`src/design/krz_config.svh`:
```
// ======================================================================
// Peripheral subsystem constants
// ======================================================================

`ifndef KRZ_CONFIG_SVH
`define KRZ_CONFIG_SVH

// Widths
`define KRZ_ADR_W      24
`define KRZ_PRESC_W    12
`define KRZ_TX_DEPTH   16
`define KRZ_LVL_W      5

// Address map, 2-bit select field above the register offsets
`define KRZ_SEL_LSB    8
`define KRZ_SEL_GPREG  2'd0
`define KRZ_SEL_UART   2'd1

// Register byte offsets
`define KRZ_REG_GPIO   8'h00
`define KRZ_REG_UCTRL  8'h04
`define KRZ_REG_USTAT  8'h08
`define KRZ_REG_UDATA  8'h00

`endif
```
`src/design/krz_pkg.sv`:
```
// ======================================================================
// Peripheral bus and UART config types
// ======================================================================

`include "krz_config.svh"

package krz_pkg;

    // System bus request from the crossbar
    typedef struct packed {
        logic [`KRZ_ADR_W-1:0] adr;
        logic [31:0]           dat;
        logic                  we;
    } sys_req_t;

    // System bus response, ack is a single-cycle pulse
    typedef struct packed {
        logic [31:0] dat;
        logic        ack;
    } sys_rsp_t;

    // Peripheral side request, adr is a word index
    typedef struct packed {
        logic [5:0]  adr;
        logic [31:0] dat;
        logic        we;
    } perif_req_t;

    // UART settings driven by the register block
    typedef struct packed {
        logic [`KRZ_PRESC_W-1:0] presc;
        logic                    clear;
    } uart_cfg_t;

endpackage

```
`src/design/krz_periph_top.sv`:
```
// ======================================================================
// Peripheral subsystem top
// ======================================================================

`timescale 1ns/1ps

`include "krz_config.svh"

module krz_periph_top import krz_pkg::*; (
    input  logic        clk,
    input  logic        RSTN,
    input  sys_req_t    sys_req_i,
    input  logic        sys_stb_i,
    output sys_rsp_t    sys_rsp_o,
    output logic        tx_o,
    output logic [15:0] gpio_o
);

    logic [1:0]            reset_sync;
    logic                  rstn;
    perif_req_t            perif_req;
    logic                  gpreg_stb;
    logic                  gpreg_ack;
    logic [31:0]           gpreg_dat;
    logic                  uart_stb;
    logic                  uart_ack;
    logic [31:0]           uart_dat;
    uart_cfg_t             uart_cfg;
    logic [`KRZ_LVL_W-1:0] tx_level;

    // Asynchronous assert, synchronous release
    always_ff @(posedge clk or negedge RSTN) begin
        if (!RSTN) begin
            reset_sync <= '0;
        end else begin
            reset_sync <= {reset_sync[0], 1'b1};
        end
    end

    assign rstn = reset_sync[1];

    krz_sysbus u_sysbus (
        .clk        (clk      ),
        .rstn       (rstn     ),
        .sys_req_i  (sys_req_i),
        .sys_stb_i  (sys_stb_i),
        .sys_rsp_o  (sys_rsp_o),
        .perif_req_o(perif_req),
        .gpreg_stb_o(gpreg_stb),
        .uart_stb_o (uart_stb ),
        .gpreg_dat_i(gpreg_dat),
        .uart_dat_i (uart_dat ),
        .gpreg_ack_i(gpreg_ack),
        .uart_ack_i (uart_ack )
    );

    krz_gpreg u_gpreg (
        .clk        (clk      ),
        .rstn       (rstn     ),
        .perif_req_i(perif_req),
        .stb_i      (gpreg_stb),
        .ack_o      (gpreg_ack),
        .dat_o      (gpreg_dat),
        .gpio_o     (gpio_o   ),
        .uart_cfg_o (uart_cfg ),
        .tx_level_i (tx_level )
    );

    krz_uart_tx u_uart_tx (
        .clk        (clk      ),
        .rstn       (rstn     ),
        .perif_req_i(perif_req),
        .stb_i      (uart_stb ),
        .ack_o      (uart_ack ),
        .dat_o      (uart_dat ),
        .cfg_i      (uart_cfg ),
        .level_o    (tx_level ),
        .tx_o       (tx_o     )
    );

endmodule

```
`src/design/krz_uart_tx.sv`:
```
// ======================================================================
// UART transmitter with bus front end
// ======================================================================

`timescale 1ns/1ps

`include "krz_config.svh"

module krz_uart_tx import krz_pkg::*; (
    input  logic                  clk,
    input  logic                  rstn,
    input  perif_req_t            perif_req_i,
    input  logic                  stb_i,
    output logic                  ack_o,
    output logic [31:0]           dat_o,
    input  uart_cfg_t             cfg_i,
    output logic [`KRZ_LVL_W-1:0] level_o,
    output logic                  tx_o
);

    logic                    wr_req;
    logic                    push;
    logic                    pop;
    logic                    full;
    logic                    empty;
    logic [7:0]              fifo_rdata;
    logic                    ack_q;
    logic                    busy;
    logic                    tick;
    logic                    frame_end;
    logic [9:0]              shift;
    logic [3:0]              bit_cnt;
    logic [`KRZ_PRESC_W-1:0] presc_cnt;
    logic [`KRZ_PRESC_W-1:0] presc_q;

    // ==================================================================
    // Bus front end
    // ==================================================================

    assign wr_req = stb_i & perif_req_i.we & ({perif_req_i.adr, 2'b00} == `KRZ_REG_UDATA);
    assign push   = wr_req & ~ack_q & ~full;

    // Ack stalls while a byte waits for space
    always_ff @(posedge clk or negedge rstn) begin
        if (!rstn) begin
            ack_q <= 1'b0;
        end else begin
            ack_q <= stb_i & ~ack_q & ~(wr_req & full);
        end
    end

    assign ack_o = ack_q;
    assign dat_o = {{(32-`KRZ_LVL_W){1'b0}}, level_o};

    krz_tx_fifo u_fifo (
        .clk    (clk                 ),
        .rstn   (rstn                ),
        .clear_i(cfg_i.clear         ),
        .push_i (push                ),
        .wdata_i(perif_req_i.dat[7:0]),
        .pop_i  (pop                 ),
        .rdata_o(fifo_rdata          ),
        .full_o (full                ),
        .empty_o(empty               ),
        .level_o(level_o             )
    );

    // ==================================================================
    // 8N1 serializer
    // ==================================================================

    assign tick      = busy & (presc_cnt == presc_q);
    assign frame_end = tick & (bit_cnt == 4'd9);

    // Reload straight from the stop bit keeps frames back to back
    assign pop = ~empty & ~cfg_i.clear & (~busy | frame_end);

    always_ff @(posedge clk or negedge rstn) begin
        if (!rstn) begin
            busy      <= 1'b0;
            shift     <= '1;
            bit_cnt   <= '0;
            presc_cnt <= '0;
            presc_q   <= '0;
        end else if (pop) begin
            busy      <= 1'b1;
            shift     <= {1'b1, fifo_rdata, 1'b0};
            bit_cnt   <= '0;
            presc_cnt <= '0;
            presc_q   <= cfg_i.presc;
        end else if (busy) begin
            if (tick) begin
                presc_cnt <= '0;
                shift     <= {1'b1, shift[9:1]};
                bit_cnt   <= bit_cnt + 4'd1;
                if (bit_cnt == 4'd9) busy <= 1'b0;
            end else begin
                presc_cnt <= presc_cnt + 1'b1;
            end
        end
    end

    // Shift fills with ones, so the line idles high
    assign tx_o = shift[0];

    assert property (@(posedge clk) disable iff (!rstn) !busy |-> tx_o)
        else $error("uart tx line low while idle");

endmodule

```
`src/design/krz_sysbus.sv`:
```
// ======================================================================
// Peripheral address decoder
// ======================================================================

`timescale 1ns/1ps

`include "krz_config.svh"

module krz_sysbus import krz_pkg::*; (
    input  logic        clk,
    input  logic        rstn,
    input  sys_req_t    sys_req_i,
    input  logic        sys_stb_i,
    output sys_rsp_t    sys_rsp_o,
    output perif_req_t  perif_req_o,
    output logic        gpreg_stb_o,
    output logic        uart_stb_o,
    input  logic [31:0] gpreg_dat_i,
    input  logic [31:0] uart_dat_i,
    input  logic        gpreg_ack_i,
    input  logic        uart_ack_i
);

    logic [1:0] sel;
    logic       sel_gpreg;
    logic       sel_uart;
    logic       nomap_ack;

    assign sel       = sys_req_i.adr[`KRZ_SEL_LSB +: 2];
    assign sel_gpreg = (sel == `KRZ_SEL_GPREG);
    assign sel_uart  = (sel == `KRZ_SEL_UART);

    // Word index below the select field
    assign perif_req_o.adr = sys_req_i.adr[`KRZ_SEL_LSB-1:2];
    assign perif_req_o.dat = sys_req_i.dat;
    assign perif_req_o.we  = sys_req_i.we;

    assign gpreg_stb_o = sys_stb_i & sel_gpreg;
    assign uart_stb_o  = sys_stb_i & sel_uart;

    // Unmapped responder so the master never hangs
    always_ff @(posedge clk or negedge rstn) begin
        if (!rstn) begin
            nomap_ack <= 1'b0;
        end else begin
            nomap_ack <= sys_stb_i & ~sel_gpreg & ~sel_uart & ~nomap_ack;
        end
    end

    // Return path
    always_comb begin
        case (sel)
            `KRZ_SEL_GPREG: begin
                sys_rsp_o.dat = gpreg_dat_i;
                sys_rsp_o.ack = gpreg_ack_i;
            end
            `KRZ_SEL_UART: begin
                sys_rsp_o.dat = uart_dat_i;
                sys_rsp_o.ack = uart_ack_i;
            end
            default: begin
                sys_rsp_o.dat = '0;
                sys_rsp_o.ack = nomap_ack;
            end
        endcase
    end

    // ==================================================================
    // Checks
    // ==================================================================

    // Peripherals only answer an active strobe
    assert property (@(posedge clk) disable iff (!rstn)
        sys_rsp_o.ack |-> sys_stb_i)
        else $error("sysbus ack without strobe");

endmodule

```
`src/design/krz_gpreg.sv`:
```
// ======================================================================
// General purpose registers
// ======================================================================

`timescale 1ns/1ps

`include "krz_config.svh"

module krz_gpreg import krz_pkg::*; (
    input  logic                  clk,
    input  logic                  rstn,
    input  perif_req_t            perif_req_i,
    input  logic                  stb_i,
    output logic                  ack_o,
    output logic [31:0]           dat_o,
    output logic [15:0]           gpio_o,
    output uart_cfg_t             uart_cfg_o,
    input  logic [`KRZ_LVL_W-1:0] tx_level_i
);

    logic [7:0]              reg_off;
    logic                    wr_en;
    logic                    ack_q;
    logic [15:0]             gpio_q;
    logic [`KRZ_PRESC_W-1:0] presc_q;
    logic                    clear_q;

    assign reg_off = {perif_req_i.adr, 2'b00};

    // Writes land on the same edge that raises ack
    assign wr_en = stb_i & ~ack_q & perif_req_i.we;

    always_ff @(posedge clk or negedge rstn) begin
        if (!rstn) begin
            ack_q   <= 1'b0;
            gpio_q  <= '0;
            presc_q <= '0;
            clear_q <= 1'b0;
        end else begin
            ack_q   <= stb_i & ~ack_q;
            clear_q <= 1'b0;
            if (wr_en && reg_off == `KRZ_REG_GPIO) begin
                gpio_q <= perif_req_i.dat[15:0];
            end
            if (wr_en && reg_off == `KRZ_REG_UCTRL) begin
                presc_q <= perif_req_i.dat[`KRZ_PRESC_W-1:0];
                clear_q <= perif_req_i.dat[16];
            end
        end
    end

    // Clear bit always reads back as zero
    always_comb begin
        case (reg_off)
            `KRZ_REG_GPIO:  dat_o = {16'h0, gpio_q};
            `KRZ_REG_UCTRL: dat_o = {{(32-`KRZ_PRESC_W){1'b0}}, presc_q};
            `KRZ_REG_USTAT: dat_o = {{(32-`KRZ_LVL_W){1'b0}}, tx_level_i};
            default:        dat_o = '0;
        endcase
    end

    assign ack_o      = ack_q;
    assign gpio_o     = gpio_q;
    assign uart_cfg_o = '{presc: presc_q, clear: clear_q};

    // Level from the UART FIFO stays within its depth
    assert property (@(posedge clk) disable iff (!rstn)
        tx_level_i <= `KRZ_TX_DEPTH)
        else $error("gpreg level input above fifo depth");

endmodule

```
`src/design/krz_tx_fifo.sv`:
```
// ======================================================================
// UART transmit byte FIFO
// ======================================================================

`timescale 1ns/1ps

`include "krz_config.svh"

module krz_tx_fifo (
    input  logic                  clk,
    input  logic                  rstn,
    input  logic                  clear_i,
    input  logic                  push_i,
    input  logic [7:0]            wdata_i,
    input  logic                  pop_i,
    output logic [7:0]            rdata_o,
    output logic                  full_o,
    output logic                  empty_o,
    output logic [`KRZ_LVL_W-1:0] level_o
);

    localparam int PTR_W = $clog2(`KRZ_TX_DEPTH);

    logic [7:0]            mem [`KRZ_TX_DEPTH];
    logic [PTR_W-1:0]      wr_ptr;
    logic [PTR_W-1:0]      rd_ptr;
    logic [`KRZ_LVL_W-1:0] count;

    function automatic logic [PTR_W-1:0] ptr_next(input logic [PTR_W-1:0] ptr);
        return (ptr == PTR_W'(`KRZ_TX_DEPTH - 1)) ? '0 : ptr + 1'b1;
    endfunction

    // Storage
    always_ff @(posedge clk) begin
        if (push_i) begin
            mem[wr_ptr] <= wdata_i;
        end
    end

    // Pointers and count, clear drops everything queued
    always_ff @(posedge clk or negedge rstn) begin
        if (!rstn) begin
            wr_ptr <= '0;
            rd_ptr <= '0;
            count  <= '0;
        end else if (clear_i) begin
            wr_ptr <= '0;
            rd_ptr <= '0;
            count  <= '0;
        end else begin
            if (push_i) wr_ptr <= ptr_next(wr_ptr);
            if (pop_i)  rd_ptr <= ptr_next(rd_ptr);
            count <= count + {{(`KRZ_LVL_W-1){1'b0}}, push_i}
                           - {{(`KRZ_LVL_W-1){1'b0}}, pop_i};
        end
    end

    assign rdata_o = mem[rd_ptr];
    assign full_o  = (count == `KRZ_LVL_W'(`KRZ_TX_DEPTH));
    assign empty_o = (count == '0);
    assign level_o = count;

    assert property (@(posedge clk) disable iff (!rstn) push_i |-> !full_o)
        else $error("tx fifo overflow");
    assert property (@(posedge clk) disable iff (!rstn) pop_i |-> !empty_o)
        else $error("tx fifo underflow");

endmodule

```
`config.mk`:
```
export PLATFORM = sky130hd
export DESIGN_NAME = krz_periph_top
export DESIGN_NICKNAME = d
export VERILOG_FILES = /design/src/design/krz_pkg.sv /design/src/design/krz_periph_top.sv /design/src/design/krz_uart_tx.sv /design/src/design/krz_sysbus.sv /design/src/design/krz_gpreg.sv /design/src/design/krz_tx_fifo.sv
export VERILOG_INCLUDE_DIRS = /design/src /design/src/design
export SDC_FILE = /design/constraint.sdc
export NUM_CORES = 1
export LEC_CHECK = 0
export BUFFER_PORTS_ARGS = -buffer_cell sky130_fd_sc_hd__buf_4
export CORE_ASPECT_RATIO = 1.4
export CORE_MARGIN = 8
export CORE_UTILIZATION = 55
export DETAILED_ROUTE_END_ITERATION = 8
export PLACE_DENSITY = 0.75
export SLEW_MARGIN = 20
export SYNTH_ARGS = -nofsm -noshare
export SYNTH_HDL_FRONTEND = slang
export SYNTH_HIERARCHICAL = 1
export SYNTH_SLANG_ARGS = --single-unit
```
`constraint.sdc`:
```
create_clock -name clk -period 6.67 [get_ports clk]
set_clock_uncertainty 0.2 [all_clocks]
set_input_delay 1.6675 -clock clk [delete_from_list [all_inputs] [get_ports clk]]
set_output_delay 1.6675 -clock clk [all_outputs]
set_load 0.03 [all_outputs]
```
* Word-level counts from Yosys, hierarchy flattened
Memories as Yosys holds them, arrays and structs flattened. Cells that the tools add are included.
Storage, ports and cells: bits in registers 86, bits in writable memories 128, input bits 60, output and inout bits 50, logic and storage cells 95, memories 1
Cells by class: add/sub/neg operators 6, equal/unequal tests 8, muxes and demuxes 25, bitwise operators 29, reduce and logical (&&, ||, !) cells 11
Memory list:
- u_uart_tx.u_fifo.mem | words 16, bits a word 8, read ports 1, clocked after memory_dff 0, write ports 1, RTL line krz_tx_fifo.sv:24 | logic [7:0] mem [`KRZ_TX_DEPTH];
Operator list (number):
- 33-bit case mux with 2 select lines | 1
- 16-bit case mux with 3 select lines | 1
- 12-bit two-way mux | 3
- 4-bit two-way mux | 9
- 10-bit two-way mux | 3
- 1-bit bitwise AND | 18
- 12-bit by 1-bit adder with 12-bit output (second input constant) | 1
- 4-bit by 1-bit adder with 4-bit output (second input constant) | 3
- 12-bit equality test | 1
- 4-bit equality test (second input constant) | 3
- 1-bit inverter | 10
- 8-bit zero test | 1
- 2-bit nonzero test | 4
- 1-bit two-way mux | 7
- 6-bit by 1-bit equality test with 1-bit output (second input constant) | 1
- 6-bit by 2-bit equality test with 1-bit output (second input constant) | 1
- 6-bit zero test | 1
- 5-bit by 1-bit adder with 5-bit output | 1
- 5-bit equality test (second input constant) | 1
- 5-bit zero test | 1
- 5-bit two-way mux | 1
- 5-bit by 1-bit subtractor with 5-bit output | 1
- 2-bit by 1-bit equality test with 1-bit output (second input constant) | 1
- 1-bit logical AND | 2
- other kinds (3) | 3

* Longest topological paths before layout
depth in word-level cells 9, gate-level depth with buffers 17, gate-level depth less buffers 15

* Cells and area by module
The synthesis kept the hierarchy.
Modules (own cells, without submodules):
- krz_tx_fifo | times used 1, cells an instance 340, area an instance 5820.6 µm²
- krz_uart_tx | times used 1, cells an instance 243, area an instance 2342.2 µm²
- krz_gpreg | times used 1, cells an instance 117, area an instance 1546.5 µm²
- krz_sysbus | times used 1, cells an instance 117, area an instance 859.6 µm²
- krz_periph_top | times used 1, cells an instance 3, area an instance 53.8 µm²

* Worst setup path before layout
No wires, ideal clock.
path type input to output, from in sys_req_i[40] (netlist bit), to out sys_rsp_o[11] (netlist bit), data arrival time 3.772 ns, required time 4.802 ns, path slack 1.030 ns, stages 8, path buffers 3, path through buf_4 > or4_4 > buf_6 > nor3_1 > clkbuf_1 > a22o_1 > mux2i_1 > nor2_1
RTL lines:
- start: declaration | RTL line krz_periph_top.sv:12 | input sys_req_t sys_req_i,
- end: declaration | RTL line krz_periph_top.sv:14 | output sys_rsp_t sys_rsp_o,

==> summary.txt <==
Timing
  – Post-layout min period: 5.257 ns
  – Final Hold Vio Count: 0
  – Setup TNS: 0 ns
  – RSZ-0062 raised after global routing: no
  – FMAX: 0.1902 GHz
  – Worst-Margin Slew: 0.9652 ns
  – Endpoints failing setup: 0
  – Max-slew violations: 0
  – Slew margin rel.: 35.41%
  – Final WS setup: 1.413 ns
  – Final worst-path cycle share: 78.82%

Worst setup path
  – Crit path cell chain: buf_4 > or4_4 > nor3b_1 > buf_4 > a22o_1 > mux2i_1 > nor2_1 > buf_4
  – R2R Path Start: u_uart_tx/u_fifo/level_o[3]
  – Worst EP arrival: 3.39 ns
  – Startpoint Class: primary input
  – Crit path buf inv count: 3
  – Crit end category: output pin
  – CP delay by family, top: simple AND/OR/NAND/NOR gates
  – Critical path data required time: 4.80 ns
  – R2R depth: 17
  – CP max stage delay: 0.61 ns
  – Crit path kind: primary input to output pin
  – R2R setup slack: 2.72 ns
  – CP max-delay cell: or4_4
  – Worst Setup SP: sys_req_i[40]
  – Cell mode on critical path: buf_4
  – Worst Path Max Fanout: 12
  – Crit. path cell count: 8

Floorplanning
  – Die X: 132.8 um
  – Initial Utilization: 55.34%
  – # IOs: 110
  – Die area: 23,850 um2
  – Die Y: 179.6 um
  – Row count: 60
  – Core Footprint: 18,990 um2

Clock tree
  – Clk root buf: clkbuf_16
  – Post-cts resize count: 0
  – Sink Count: 213
  – Worst-skew pair later-pin latency: 0.49 ns
  – Post-CTS setup buffers: 0
  – H-tree lvl count: 1
  – # hold bufs at CTS: 1
  – TritonCTS clock tree: done
  – Max Root-Sink Buffers: 3
  – CTS clk-pin slew, worst paths: 0.06 ns
  – Total CTS buffers: 19

Drt
  – DRC viols: 0
  – Vias per cell: 5.695
  – Router iterations before antenna repair: 5
  – Wirelength per Cell: 19.74 um
  – Total number of vias: 6,168
  – DR iter-0 viols: 373
  – Post-Route WL: 21,380 um
  – Post-DRT Antenna Nets: 0

Min path
  – Hold Path Depth: 0
  – Critical hold path startpoint: reset_sync[0]
  – Hold WC Path Type: register to register

GRT
  – GR peak layer: met2
  – GR Overflow Total: 0
  – GRT Resource Usage Total: 17.94%
  – Met3 global-route usage: 3.544%
  – Largest net degree at the start of global routing: 73
  – Met1 Track Usage GR: 19.92%
  – Initial antenna violation count: 0
  – GRT met2 Usage: 32.62%
  – First-pass GRT wire length: 34,070 um
  – Number of global-route vias before repair: 6,244

Place
  – IO buf count: 62
  – GPL Wtd Cong: 0.7923
  – DP Worst Slack: 1.421 ns
  – DP HPWL: 14,560 um

Power and ir drop
  – Share of total power in the clock network: 41.1%
  – Comb power frac: 7.7%
  – Peak VDD IR: 219.3 uV
  – Pwr/cell area: 247.4 nW/um2
  – Internal Pwr Total: 2.200 mW
  – Sequential share of power: 51.2%
  – Switch Pwr: 0.6068 mW
  – Switching share of power: 21.62%
  – Leakage: 4.839 nW

Logic synthesis
  – Mean Syn Cell Area: 13.06 um2
  – Cells after synthesis: 805
  – Ys Warns: 6
  – Synth Cell Area: 10,510 um2

Final layout
  – Final #Nets: 898
  – Area grow syn2layout: 7.929%
  – Share of cells above drive strength 1: 21.44%
  – N_diodes: 0

Outcome
  – Status: completed

Job
  – Max cap viols: 0
-- final cells by class --
class / count / area (um2)
Sequential cell: 213 / 5987
Clock buffer: 27 / 515.5
Fill cell: 1437 / 7650
Inverter: 31 / 116.4
Tap cell: 248 / 310.3
Timing Repair Buffer: 75 / 565.5
Multi-Input combinational cell: 483 / 3715
Clock inverter: 6 / 133.9
-- worst paths after layout --
check,endpoint
max,sys_rsp_o[6]
min,reset_sync[1]
max reg2reg,u_uart_tx/u_fifo/level_o[4]
min reg2reg,reset_sync[1]
max in group asynchronous,u_uart_tx/u_fifo/rd_ptr[0]
min in group asynchronous,u_gpreg/gpio_o[0]
-- power groups by stage --
stage	clock network, mW	logic [mW]	registers, mW
floorplan	0	0.193	1.47
global placement	0	0.209	1.47
detailed placement	0	0.214	1.47
CTS	1.17	0.217	1.44
global route	1.22	0.242	1.44
finish	1.15	0.216	1.44
-- state kept, by name, indices dropped and copies added (netlist names), 4 cells and up --
signal and count:
u_uart_tx/presc_cnt 12, u_uart_tx/presc_q 12, u_uart_tx/bit_cnt 4, u_gpreg/gpio_o 16, u_uart_tx/shift 9, u_uart_tx/u_fifo/wr_ptr 4, u_uart_tx/u_fifo/mem 128, u_gpreg/presc_q 12
u_uart_tx/u_fifo/rd_ptr 4, u_uart_tx/u_fifo/level_o 5
-- layer usage --
metal | wire length [um] | vias to the layer above
met4 | 702 | 0
met1 | 7835 | 3105
met2 | 11770 | 159
met3 | 1069 | 36
met5 | 0 | -
li1 | - | 2868
-- metrics by stage --
stage	cells	util, %	area [um2]	hold WS [ns]	power [mW]
2_1_floorplan	846	-	10660	0.1312	1.663
3_3_place_gp	1049	56.25	10680	-0.02778	1.675
3_5_place_dp	1049	56.25	10680	-0.02424	1.681
4_1_cts	1083	59.72	11340	0.1542	2.825
5_1_grt	1083	59.72	11340	0.1639	2.907
6_report	1083	59.72	11340	0.1505	2.807
-- cells in the final DEF (no fill, tap or decap), drive strengths merged, types with 25 or more instances in the layout --
| cell type | instances |
|---|---|
| inv | 32 |
| nand3 | 25 |
| nand2 | 33 |
| mux2i | 67 |
| dfrtp | 76 |
| clkbuf | 27 |
| conb | 44 |
| buf | 74 |
| edfxtp | 128 |
| nor2 | 60 |
| mux2 | 42 |
No activity file was read; power rests on OpenSTA's default activity.
